File: config.mk
export PLATFORM = sky130hd
export DESIGN_NAME = frontend_top
export DESIGN_NICKNAME = d
export VERILOG_FILES = /design/src/verilog/frontend_pkg.sv /design/src/verilog/fetch_push_if.sv /design/src/verilog/sync_fifo.sv /design/src/verilog/fetch_unit.sv /design/src/verilog/inst_buffer.sv /design/src/verilog/frontend_top.sv
export VERILOG_INCLUDE_DIRS = /design/src /design/src/verilog
export SDC_FILE = /design/constraint.sdc
export NUM_CORES = 2
export LEC_CHECK = 0
export ABC_AREA = 1
export BUFFER_PORTS_ARGS = -buffer_cell sky130_fd_sc_hd__buf_2
export CELL_PAD_IN_SITES_DETAIL_PLACEMENT = 0
export CELL_PAD_IN_SITES_GLOBAL_PLACEMENT = 1
export CORE_UTILIZATION = 44
export DETAILED_ROUTE_END_ITERATION = 8
export PLACE_DENSITY = 0.74
export SYNTH_ARGS = -nofsm -noshare
export SYNTH_HDL_FRONTEND = slang
export SYNTH_SLANG_ARGS = --single-unit
File: constraint.sdc
create_clock -name clk -period 7.3 [get_ports clk]
set_input_delay 0.365 -clock clk [delete_from_list [all_inputs] [get_ports clk]]
set_output_delay 0.365 -clock clk [all_outputs]
set_load 0.05 [all_outputs]
File: src/verilog/frontend_consts.svh
`ifndef FRONTEND_CONSTS_SVH
`define FRONTEND_CONSTS_SVH

// Datapath width of a PC or an instruction word
`define FE_XLEN 32

// Entries per buffer bank, two banks in total
`define FE_BANK_DEPTH 16

// Request to response delay of the instruction memory
`define FE_MEM_LATENCY 2

// Outstanding request queue depth
`define FE_REQ_DEPTH 4

// Opcodes seen by the predecoder
`define FE_OPC_BRANCH 7'b1100011
`define FE_OPC_JAL 7'b1101111

`endif

File: src/verilog/frontend_pkg.sv
package frontend_pkg;

    ////////////////////////////////////////////////////////////
    // Basic words
    ////////////////////////////////////////////////////////////

    typedef logic [31:0] addr_t;
    typedef logic [31:0] inst_t;

    ////////////////////////////////////////////////////////////
    // Predecode result per instruction
    ////////////////////////////////////////////////////////////

    // pre_target is zero for anything that is not a branch
    typedef struct packed {
        logic  is_branch;
        logic  pre_taken;
        addr_t pre_target;
    } branch_info_t;

    ////////////////////////////////////////////////////////////
    // Buffer payload
    ////////////////////////////////////////////////////////////

    // One instruction with its PC and prediction, 98 bits
    typedef struct packed {
        addr_t        pc;
        inst_t        inst;
        branch_info_t branch_info;
    } buf_entry_t;

    ////////////////////////////////////////////////////////////
    // Outstanding fetch request
    ////////////////////////////////////////////////////////////

    // Unaligned PC is kept so the response knows about a leading odd word
    typedef struct packed {
        addr_t pc;
        logic  epoch;
    } fetch_req_t;

endpackage

File: src/verilog/fetch_push_if.sv
// Predecoded pair from the fetch unit into the instruction buffer
interface fetch_push_if;

    // Slot 0 is the older instruction, push_en is 00, 01 or 11
    logic [1:0] push_en;
    frontend_pkg::buf_entry_t [1:0] entry;

    // Buffer can absorb the current pair and everything in flight
    logic room;

    modport fetch_mp (
        output push_en,
        output entry,
        input  room
    );

    modport buf_mp (
        input  push_en,
        input  entry,
        output room
    );

endinterface

File: src/verilog/sync_fifo.sv
`include "frontend_consts.svh"

module sync_fifo #(
    parameter type payload_t = frontend_pkg::fetch_req_t,
    parameter int DEPTH = `FE_REQ_DEPTH,
    localparam int PTR_W = (DEPTH > 1) ? $clog2(DEPTH) : 1,
    localparam int CNT_W = $clog2(DEPTH + 1)
) (
    input  logic             clk,
    input  logic             rst,
    input  logic             flush_i,
    input  logic             push_i,
    input  payload_t         push_data_i,
    input  logic             pop_i,
    output payload_t         pop_data_o,
    output logic             full_o,
    output logic             empty_o,
    output logic [CNT_W-1:0] free_o
);

    payload_t mem [DEPTH];

    logic [PTR_W-1:0] rd_ptr;
    logic [PTR_W-1:0] wr_ptr;
    logic [CNT_W-1:0] count;

    logic do_push;
    logic do_pop;

    assign empty_o = (count == '0);
    assign full_o  = (count == CNT_W'(DEPTH));
    assign free_o  = CNT_W'(DEPTH) - count;

    // Head is read straight out of storage
    assign pop_data_o = mem[rd_ptr];

    assign do_pop  = pop_i && !empty_o;
    // A full FIFO still takes a push when the head leaves in the same cycle
    assign do_push = push_i && (!full_o || do_pop);

    always_ff @(posedge clk) begin
        if (do_push) begin
            mem[wr_ptr] <= push_data_i;
        end
    end

    always_ff @(posedge clk) begin
        if (rst || flush_i) begin
            rd_ptr <= '0;
            wr_ptr <= '0;
            count  <= '0;
        end else begin
            if (do_push) begin
                wr_ptr <= (wr_ptr == PTR_W'(DEPTH - 1)) ? '0 : wr_ptr + 1'b1;
            end
            if (do_pop) begin
                rd_ptr <= (rd_ptr == PTR_W'(DEPTH - 1)) ? '0 : rd_ptr + 1'b1;
            end
            case ({do_push, do_pop})
                2'b10: count <= count + 1'b1;
                2'b01: count <= count - 1'b1;
                default: count <= count;
            endcase
        end
    end

endmodule

File: src/verilog/fetch_unit.sv
`include "frontend_consts.svh"

module fetch_unit (
    input  logic                        clk,
    input  logic                        rst,
    input  logic                        flush_i,
    input  frontend_pkg::addr_t         flush_pc_i,
    output logic                        imem_req_o,
    output frontend_pkg::addr_t         imem_addr_o,
    input  frontend_pkg::inst_t [1:0]   imem_rdata_i,
    fetch_push_if.fetch_mp              push
);

    localparam int LAT = `FE_MEM_LATENCY;

    frontend_pkg::addr_t      fetch_pc;
    logic                     epoch;
    logic                     run_q;
    logic [LAT-1:0]           req_pipe;

    frontend_pkg::fetch_req_t req_new;
    frontend_pkg::fetch_req_t req_head;
    logic                     req_full;

    frontend_pkg::addr_t      pair_base;
    frontend_pkg::buf_entry_t slot [2];
    logic                     resp_ok;
    logic                     lead_skip;
    logic                     taken0;
    logic                     taken1;
    logic                     redirect;
    frontend_pkg::addr_t      redirect_pc;

    // Static rule: backward conditional branches and JAL are taken
    function automatic frontend_pkg::branch_info_t predecode(
        input frontend_pkg::addr_t pc,
        input frontend_pkg::inst_t inst
    );
        frontend_pkg::branch_info_t info;
        frontend_pkg::addr_t        offset;
        info   = '0;
        offset = '0;
        case (inst[6:0])
            `FE_OPC_BRANCH: begin
                info.is_branch = 1'b1;
                info.pre_taken = inst[31];
                offset = {{20{inst[31]}}, inst[7], inst[30:25], inst[11:8], 1'b0};
            end
            `FE_OPC_JAL: begin
                info.is_branch = 1'b1;
                info.pre_taken = 1'b1;
                offset = {{12{inst[31]}}, inst[19:12], inst[20], inst[30:21], 1'b0};
            end
            default: begin
                info.is_branch = 1'b0;
            end
        endcase
        if (info.is_branch) begin
            info.pre_target = pc + offset;
        end
        return info;
    endfunction

    ////////////////////////////////////////////////////////////
    // Request side
    ////////////////////////////////////////////////////////////

    // Holds fetch off until the first edge out of reset
    always_ff @(posedge clk) begin
        if (rst) begin
            run_q <= 1'b0;
        end else begin
            run_q <= 1'b1;
        end
    end

    assign imem_req_o  = run_q && push.room && !req_full;
    assign imem_addr_o = {fetch_pc[`FE_XLEN-1:3], 3'b000};

    assign req_new.pc    = fetch_pc;
    assign req_new.epoch = epoch;

    // Requests made before a flush are forgotten along with their responses
    sync_fifo #(
        .payload_t (frontend_pkg::fetch_req_t),
        .DEPTH     (`FE_REQ_DEPTH)
    ) req_q (
        .clk         (clk),
        .rst         (rst),
        .flush_i     (flush_i),
        .push_i      (imem_req_o),
        .push_data_i (req_new),
        .pop_i       (req_pipe[LAT-1]),
        .pop_data_o  (req_head),
        .full_o      (req_full),
        .empty_o     (),
        .free_o      ()
    );

    // Marks the cycle in which each response is on imem_rdata_i
    always_ff @(posedge clk) begin
        if (rst || flush_i) begin
            req_pipe <= '0;
        end else begin
            req_pipe <= {req_pipe[LAT-2:0], imem_req_o};
        end
    end

    ////////////////////////////////////////////////////////////
    // Response side
    ////////////////////////////////////////////////////////////

    assign pair_base = {req_head.pc[`FE_XLEN-1:3], 3'b000};

    always_comb begin
        for (int i = 0; i < 2; i++) begin
            slot[i].pc          = pair_base + frontend_pkg::addr_t'(4 * i);
            slot[i].inst        = imem_rdata_i[i];
            slot[i].branch_info = predecode(slot[i].pc, imem_rdata_i[i]);
        end
    end

    // Responses still in flight across a redirect carry the old epoch
    assign resp_ok   = req_pipe[LAT-1] && (req_head.epoch == epoch);
    // Target at PC 4 mod 8 leaves slot 0 outside the program path
    assign lead_skip = req_head.pc[2];

    // Older taken branch wins
    assign taken0 = !lead_skip && slot[0].branch_info.pre_taken;
    assign taken1 = !taken0 && slot[1].branch_info.pre_taken;

    assign redirect    = resp_ok && (taken0 || taken1);
    assign redirect_pc = taken0 ? slot[0].branch_info.pre_target
                                : slot[1].branch_info.pre_target;

    // A lone survivor always travels in slot 0
    assign push.entry[0]   = lead_skip ? slot[1] : slot[0];
    assign push.entry[1]   = slot[1];
    assign push.push_en[0] = resp_ok;
    assign push.push_en[1] = resp_ok && !lead_skip && !taken0;

    ////////////////////////////////////////////////////////////
    // Next fetch PC and epoch
    ////////////////////////////////////////////////////////////

    always_ff @(posedge clk) begin
        if (rst) begin
            fetch_pc <= '0;
            epoch    <= 1'b0;
        end else if (flush_i) begin
            fetch_pc <= flush_pc_i;
            epoch    <= ~epoch;
        end else if (redirect) begin
            fetch_pc <= redirect_pc;
            epoch    <= ~epoch;
        end else if (imem_req_o) begin
            fetch_pc <= imem_addr_o + frontend_pkg::addr_t'(8);
        end
    end

endmodule

File: src/verilog/inst_buffer.sv
`include "frontend_consts.svh"

module inst_buffer (
    input  logic                            clk,
    input  logic                            rst,
    input  logic                            flush_i,
    input  logic                            stall_i,
    input  logic [1:0]                      issue_en_i,
    fetch_push_if.buf_mp                    push,
    output logic [1:0]                      out_valid_o,
    output frontend_pkg::buf_entry_t [1:0]  out_entry_o
);

    localparam int CNT_W = $clog2(`FE_BANK_DEPTH + 1);

    // Per bank, worst case is one entry from each pair not yet counted
    localparam int ROOM_MIN = `FE_MEM_LATENCY + 1;

    // Bank that takes the next older instruction, and bank holding the oldest
    logic wr_bank;
    logic rd_bank;

    logic                     bank_push  [2];
    frontend_pkg::buf_entry_t bank_wdata [2];
    logic                     bank_pop   [2];
    frontend_pkg::buf_entry_t bank_head  [2];
    logic                     bank_empty [2];
    logic [CNT_W-1:0]         bank_free  [2];
    logic [CNT_W-1:0]         min_free;

    logic pop0;
    logic pop1;

    ////////////////////////////////////////////////////////////
    // Bank steering on push and pop
    ////////////////////////////////////////////////////////////

    always_comb begin
        for (int b = 0; b < 2; b++) begin
            if (b[0] == wr_bank) begin
                bank_push[b]  = push.push_en[0];
                bank_wdata[b] = push.entry[0];
            end else begin
                bank_push[b]  = push.push_en[1];
                bank_wdata[b] = push.entry[1];
            end
            bank_pop[b] = (b[0] == rd_bank) ? pop0 : pop1;
        end
    end

    for (genvar b = 0; b < 2; b++) begin : gen_bank
        sync_fifo #(
            .payload_t (frontend_pkg::buf_entry_t),
            .DEPTH     (`FE_BANK_DEPTH)
        ) bank (
            .clk         (clk),
            .rst         (rst),
            .flush_i     (flush_i),
            .push_i      (bank_push[b]),
            .push_data_i (bank_wdata[b]),
            .pop_i       (bank_pop[b]),
            .pop_data_o  (bank_head[b]),
            .full_o      (),
            .empty_o     (bank_empty[b]),
            .free_o      (bank_free[b])
        );
    end

    ////////////////////////////////////////////////////////////
    // Issue to decode
    ////////////////////////////////////////////////////////////

    assign out_entry_o[0] = bank_head[rd_bank];
    assign out_entry_o[1] = bank_head[~rd_bank];

    assign out_valid_o[0] = !bank_empty[rd_bank];
    // Younger slot only counts behind a valid older one
    assign out_valid_o[1] = out_valid_o[0] && !bank_empty[~rd_bank];

    assign pop0 = out_valid_o[0] && issue_en_i[0] && !stall_i;
    assign pop1 = pop0 && out_valid_o[1] && issue_en_i[1];

    // One instruction moves the pointer, two leave it in place
    always_ff @(posedge clk) begin
        if (rst || flush_i) begin
            wr_bank <= 1'b0;
            rd_bank <= 1'b0;
        end else begin
            wr_bank <= wr_bank ^ (push.push_en[0] ^ push.push_en[1]);
            rd_bank <= rd_bank ^ (pop0 ^ pop1);
        end
    end

    ////////////////////////////////////////////////////////////
    // Space report to fetch
    ////////////////////////////////////////////////////////////

    assign min_free  = (bank_free[0] < bank_free[1]) ? bank_free[0] : bank_free[1];
    assign push.room = (min_free >= CNT_W'(ROOM_MIN));

endmodule

File: src/verilog/frontend_top.sv
module frontend_top (
    input  logic                        clk,
    input  logic                        rst,

    // Instruction memory
    output logic                        imem_req_o,
    output frontend_pkg::addr_t         imem_addr_o,
    input  frontend_pkg::inst_t [1:0]   imem_rdata_i,

    // Back end
    input  logic                        flush_i,
    input  frontend_pkg::addr_t         flush_pc_i,
    input  logic                        stall_i,
    input  logic [1:0]                  issue_en_i,

    // Decode
    output logic [1:0]                  out_valid_o,
    output frontend_pkg::addr_t [1:0]   out_pc_o,
    output frontend_pkg::inst_t [1:0]   out_inst_o,
    output logic [1:0]                  out_is_branch_o,
    output logic [1:0]                  out_pre_taken_o,
    output frontend_pkg::addr_t [1:0]   out_pre_target_o
);

    frontend_pkg::buf_entry_t [1:0] out_entry;

    fetch_push_if push_bus ();

    fetch_unit u_fetch (
        .clk          (clk),
        .rst          (rst),
        .flush_i      (flush_i),
        .flush_pc_i   (flush_pc_i),
        .imem_req_o   (imem_req_o),
        .imem_addr_o  (imem_addr_o),
        .imem_rdata_i (imem_rdata_i),
        .push         (push_bus.fetch_mp)
    );

    inst_buffer u_buffer (
        .clk         (clk),
        .rst         (rst),
        .flush_i     (flush_i),
        .stall_i     (stall_i),
        .issue_en_i  (issue_en_i),
        .push        (push_bus.buf_mp),
        .out_valid_o (out_valid_o),
        .out_entry_o (out_entry)
    );

    // Flatten the issued entries for decode
    for (genvar i = 0; i < 2; i++) begin : gen_out
        assign out_pc_o[i]         = out_entry[i].pc;
        assign out_inst_o[i]       = out_entry[i].inst;
        assign out_is_branch_o[i]  = out_entry[i].branch_info.is_branch;
        assign out_pre_taken_o[i]  = out_entry[i].branch_info.pre_taken;
        assign out_pre_target_o[i] = out_entry[i].branch_info.pre_target;
    end

endmodule

# Yosys cells after proc, flatten, opt, wreduce, memory -nomap -nowiden
# Memories as Yosys holds them, arrays and structs flattened. A register that Yosys moved wholly into a read port is not among the register bits.
# Cells that the tools add are included.
# op_classes
addsub	18
n_mul	0
div_mod_pow	0
order_cmp	4
n_eq_ne	20
n_shift	0
mux	56
bitwise	8
reduce_logical	45
# op_table
cell	n
$mux 98	9
$mux 32	6
$pmux 32 s2	2
$add 32x32->32	2
$add 32x3->32 const B	1
$add 32x4->32 const B	1
$mux 4	8
$eq 7x7->1 const B	4
$mux 1	21
$pmux 5 s2	2
$logic_and 1x1->1	19
$add 4x1->4 const B	4
$eq 4x4->1 const B	4
$logic_not 1->1	11
$add 5x1->5 const B	2
$eq 2x2->1 const B	5
$eq 5x5->1 const B	2
$logic_not 5->1	2
$sub 5x1->5 const B	2
$sub 5x5->5 const A	2
$mux 2	4
$reduce_bool 2->1	4
$eq 2x1->1 const B	3
$pmux 3 s2	1
other kinds (17)	30
# word_totals
ff_bits	71
latch_bits	0
ramBits	3268
rom_bits	0
in_bits	102
output_inout_bits	231
word_cells	169
memories	3
# mem_list
name	depth	word_bits	rd	rd_ports_with_merged_regs	write_ports	line_no	source
u_buffer.gen_bank[0].bank.mem	16	98	1	1	1	sync_fifo.sv:21	payload_t mem [DEPTH];
u_buffer.gen_bank[1].bank.mem	16	98	1	1	1	sync_fifo.sv:21	
u_fetch.req_q.mem	4	33	1	1	1	sync_fifo.sv:21	

# Longest topological paths before layout
# logic_depth
depth_word	15
ltp_mapped	26
depth_no_buf	26

# Modules after synthesis
# A second synthesis with hierarchy kept.
# hier_totals
cells_unflattened	15615
area_unflattened_um2	153010.5
# by_module_without_submodules
module	n_inst	cells_each	area_per_inst_um2	seq_area_each_um2
sync_fifo at u_buffer.gen_bank[1].bank	1	6255	66814.1	47425.5
sync_fifo at u_buffer.gen_bank[0].bank	1	6253	66786.6	47425.5
fetch_unit	1	1581	8700.8	720.7
sync_fifo at u_fetch.req_q	1	390	5706.7	4144.0
inst_buffer	1	1136	5002.3	40.0

# Least setup slack after synthesis
# Ideal clock, no wire load.
# synth_timing
kind	flip-flop to flip-flop
startpoint	reg u_buffer.gen_bank[0].bank.count[0]
endpoint	mem u_buffer.gen_bank[0].bank.mem[11][10] (netlist bit), enable pin
setup_ns	0.549
t_arrival_ns	6.222
required_ns	6.751
path_slack_ns	0.529
stages_incl_launch_ff	19
path_buffers	0
period_less_slack_ns	6.771
cell_sequence	dfxtp_1 > inv_1 > ha_1 > nand2_1 > nor2_1 > ha_1 > nand2_1 > o21ai_1 > inv_2 > nand2_2 > nor2_8 > nand3_4 > nand2_4 > inv_2 > nand2_1 > nand3_4 > nor2_1 > inv_2 > nor2_1
# synth_between
elab_chain_len	15
word_cells_on_any_way	23
cone_classes	eq/ne: 1; mux: 9; reduce/logical: 13
# synth_rtl
element	line_no	source
from (decl)	sync_fifo.sv:25	logic [CNT_W-1:0] count;
from (signal assigned)	sync_fifo.sv:60	2'b10: count <= count + 1'b1;
from (signal assigned)	sync_fifo.sv:61	2'b01: count <= count - 1'b1;
from (signal assigned)	sync_fifo.sv:62	default: count <= count;
$logic_not 5->1 *	sync_fifo.sv:30	assign empty_o = (count == '0);
$mux 1 (implied by the code) * (3 in series)	inst_buffer.sv:76	assign out_valid_o[0] = !bank_empty[rd_bank];
$logic_not 1->1 *	inst_buffer.sv:76	
via out_valid_o[0]	frontend_top.sv:17	output logic [1:0] out_valid_o,
$logic_and 1x1->1 (2 in series)	inst_buffer.sv:80	assign pop0 = out_valid_o[0] && issue_en_i[0] && !stall_i;
$logic_and 1x1->1 (2 in series)	inst_buffer.sv:81	assign pop1 = pop0 && out_valid_o[1] && issue_en_i[1];
$mux 1 *	inst_buffer.sv:47	bank_pop[b] = (b[0] == rd_bank) ? pop0 : pop1;
$logic_and 1x1->1 *	sync_fifo.sv:37	assign do_pop = pop_i && !empty_o;
$logic_or 1x1->1 *	sync_fifo.sv:39	assign do_push = push_i && (!full_o || do_pop);
$logic_and 1x1->1 *	sync_fifo.sv:39	
$mux 1 *	sync_fifo.sv:42	if (do_push) begin
$mux 1 (implied by the code) *	sync_fifo.sv:43	mem[wr_ptr] <= push_data_i;
to (decl)	sync_fifo.sv:21	
# The timed path passes the listed nets; every way through them passes the cells marked *. The select of a mux whose other input is x is not followed.

==> results.md <==
- Worst Tran Pin Value: roughly 1.5 ns
- Worst-skew pair later-pin latency: approximately 0.91 ns
- Via Count: about 90k
- Largest cells by area after synthesis: edfxtp_1 (69%), mux2i_1 (5.5%), o21ai_0 (5.1%)
- Post-detail-place hpwl: between 200 and 300 mm
- F_max: 0.172 GHz
- Crit start category: register
- WHS Endpoint: u_fetch.fetch_pc[31]$_SDFFE_PP0P_
- Finished Cell Area: 156000 sq um
- Die W: between 500 and 600 um
- H-tree Lvls: 5
- CTS max path bufs: 4
- R2R Path End: u_buffer.gen_bank[1].bank.mem[5][23]$_DFFE_PP_
- Worst Hold Launch: flush_pc_i[31]
- Worst Path Required: 7.77 ns
- DRT Wirelength: around 440 mm
- Setup ws final: approximately 1.5 ns
- Leak: approximately 0.053 uW
- Violated checks: capacitance limit, slew limit
- Crit-path slowest cell: o21ai_1
- HP Class: input pin to register
- Yosys top cell by area: edfxtp_1
- Clock sink count: ~3.2k
- RSZ-0062 raised after global routing: no
- Via density: just under 6
- Peak VDD IR: ~0.00019 V
- Reg clk slew, reported paths: about 0.070 ns
- Avg Inst Size Synth: around 13 sq um
- GR Util All Layers: 0.274
- Area fraction of the dominant cell type after synthesis: 0.688
- Ys flop type: edfxtp_1
- PostCTS Resize Cnt: 0
- TritonCTS clock tree: built
- Crit path max fanout: 35
- Seq/Total Area, Yosys: 0.700
- Root Buffer: clkbuf_16
- Initial Util: 0.443
- Die area: between 300000 and 400000 sq um
- DR WL/cell: about 29 um
- Largest net degree at the start of global routing: 170
- Final Hold Fails: 0
- YS warnings: 0
- Number of CTS-inserted buffers: between 300 and 400
- Cells on Worst Hold Path: 5
- Grt ovf: 0
- Fin nets: around 11k
- Total I/O pin count: between 300 and 400
- TritonRoute pass-1 iters: 6
- Setup TNS: 0 ns
- Arrival time worst endpoint: 6.27 ns
- Final Max Slew Viols: 17
- Number of global-route vias before repair: ~86k
- EDFF count, synth: approximately 3.2k
- Rows: 205
- Cell Chain, Critical Path: buf_4 > inv_2 > a21oi_1 > a32oi_2 > ha_1 > a21oi_1 > o21ai_0 > a21oi_1 > nand2_1 > a21oi_1 > inv_1 > nand2_1 > nand2_1 > nand2_1 > nand3_1 > o21ai_1
- Async SR Flop Fraction: 0
- Synth Register Bits: 3243
- Worst Setup End Kind: register
- WP buf/inv: 3
- Cells after Synth: 10.8k
- WS Path Type: register to register
- Dpl cell area: approximately 150000 sq um
- Synth cell types: between 50 and 60
- First-pass GRT wire length: 619 mm
- Outcome: finished with violations
- Post-CTS setup buffers: 0
- Initial antenna violation count: 40
- Initial DRC Count: 11.3k
- Cell family with most CP delay: compound AO/OA/AOI/OAI gates
- Fin crit share: 0.795
- Minimum clock period: between 5 and 6 ns
- RePlAce Congestion: approximately 0.95
- Residual DRC: 0
- Core area: 312000 sq um
- Area growth syn-to-layout: 13.0%
- Layout cell share with drive strength beyond 1: 0.107
- Reg-to-reg slack, setup: approximately 1.5 ns
- Remaining antenna violation count after routing: 0
- Final Setup Violations: 0
- Post-Syn Area: 138000 sq um
- Die height: 562 um
- Core Util, Final: 0.500
- Number of max-cap violations: 1
- Skew final: 0.0500 ns
- Minimum hold slack: approximately 0.039 ns
- R2R cell count: 16
- # hold bufs at CTS: 39
- Pre-CTS setup slack: between 1.5 and 2 ns
- Count of input and output buffers: ~320
- Max incr delay on CP: approximately 1.2 ns
- Max_slew headroom: -0.00825
- PwrDens: 246 nW/um^2
-- synth_stat cells, types with 6 or more instances --
library cell / count
edfxtp_1: 3164
o21ai_0: 1418
inv_1: 1100
a21oi_1: 937
nand2_1: 927
mux2i_1: 765
o211ai_1: 763
clkbuf_1: 473
nand3_1: 320
nor2_1: 267
buf_2: 122
ha_1: 89
dfxtp_1: 79
buf_1: 63
buf_4: 46
o22ai_1: 35
o21ai_1: 32
nor3_1: 26
nand4_1: 22
inv_2: 19
xor2_1: 18
or2_2: 16
nand3b_1: 12
xnor2_1: 10
o21bai_1: 8
a31oi_1: 7
nand2_2: 7
nor4_1: 6
-- metrics by stage --
step           instances  total power, uW
2_1_floorplan      10800            21800
3_3_place_gp       14900            22400
3_5_place_dp       14900            22400
4_1_cts            15500            38500
5_1_grt            15500            39300
6_report           15500            38400
-- layout by cell type (no fill, tap or decap), drive strengths merged, types with 6 or more instances in the layout --
| cell type | Yosys | routed |
|---|---|---|
| xor2 | 18 | 18 |
| diode | 0 | 12 |
| bufinv | 0 | 21 |
| nor4 | 6 | 6 |
| conb | 1 | 9 |
| a31oi | 7 | 7 |
| nor2 | 272 | 272 |
| buf | 233 | 600 |
| clkbuf | 473 | 420 |
| clkinv | 1 | 118 |
| dlygate4sd3 | 0 | 40 |
| o21ai | 1450 | 1450 |
| a21oi | 942 | 942 |
| o22ai | 35 | 35 |
| ha | 89 | 89 |
| inv | 1120 | 1135 |
| nand4 | 23 | 23 |
| xnor2 | 10 | 10 |
| or2 | 16 | 16 |
| o21bai | 8 | 8 |
| o211ai | 763 | 763 |
| edfxtp | 3164 | 3164 |
| mux2i | 765 | 765 |
| nand3 | 324 | 324 |
| nand2 | 937 | 937 |
| nand3b | 12 | 12 |
| clkinvlp | 0 | 12 |
| nor3 | 29 | 29 |
| dfxtp | 79 | 79 |
-- area by class of cell --
type / instances / area (sq um)
clock buffers: 420 / 8820
clock inverters: 165 / 1490
multi-input cells: 5748 / 34800
fillers: 26500 / 156000
well taps: 4140 / 5180
flip-flops and latches: 3243 / 96600
diodes: 12 / 30.0
repair buffers: 640 / 4740
inverters: 1121 / 4250
-- power by group --
part / switching [uW] / internal, uW / total [uW] / leakage [uW]
registers: 66.0 / 20600 / 20700 / 0.0298
logic: 1090 / 262 / 1350 / 0.0177
clock network: 7050 / 9310 / 16400 / 0.00503
-- tightest hold or removal path: stages --
cell and delay (ns):
buf_2 0.18, nand2_1 0.09, nand2_1 0.10, a21oi_1 0.05, a21oi_1 0.13
-- kinds of logic after synthesis --
group | count (synthesis) | synth area share
buffers and inverters | 1827 | 0.0522
other | 1 | 0.0000272
AND/OR/NAND/NOR | 1620 | 0.0495
multiplexers | 765 | 0.0555
flip-flops | 3243 | 0.700
adder cells (fa/ha/maj) | 94 | 0.00879
AO/OA/AOI/OAI | 3232 | 0.132
XOR/XNOR | 28 | 0.00178
-- worst max-delay path by stage --
| stage | end | slack (ns) | depth (start not counted) |
|---|---|---|---|
| floorplan | u_buffer.gen_bank[0].bank.mem[11][10]$_DFFE_PP_ | 0.53 | 18 |
| detailed placement | u_buffer.gen_bank[0].bank.mem[13][31]$_DFFE_PP_ | 1.68 | 16 |
| finish | u_buffer.gen_bank[1].bank.mem[5][23]$_DFFE_PP_ | 1.50 | 16 |
| global route | u_buffer.gen_bank[1].bank.mem[5][23]$_DFFE_PP_ | 1.25 | 20 |
| CTS | u_buffer.gen_bank[0].bank.mem[13][31]$_DFFE_PP_ | 1.63 | 16 |
| global placement | u_buffer.gen_bank[1].bank.mem[8][31]$_DFFE_PP_ | 1.70 | 21 |
-- metal layers --
metal  up-vias  GRT usage  routed length [um]
li1      40200          -                   -
met1     45300      0.374              180000
met2      4272      0.435              204000
met3       727     0.0512               41100
met4        12      0.105               18300
met5         -          0                  79
-- sequential cells by signal, indices dropped and copies added (netlist names), named ones only --
register	cells
u_buffer.gen_bank.bank.mem	3040
u_fetch.req_q.mem	124
u_fetch.fetch_pc	30
u_buffer.gen_bank.bank.count	10
u_buffer.gen_bank.bank.rd_ptr	8
u_buffer.gen_bank.bank.wr_ptr	8
u_fetch.req_q.count	3
u_fetch.req_pipe	2
u_fetch.req_q.rd_ptr	2
u_fetch.req_q.wr_ptr	2
u_buffer.rd_bank	1
u_buffer.wr_bank	1
u_fetch.epoch	1
u_fetch.run_q	1
No activity file was read; power rests on OpenSTA's default activity.
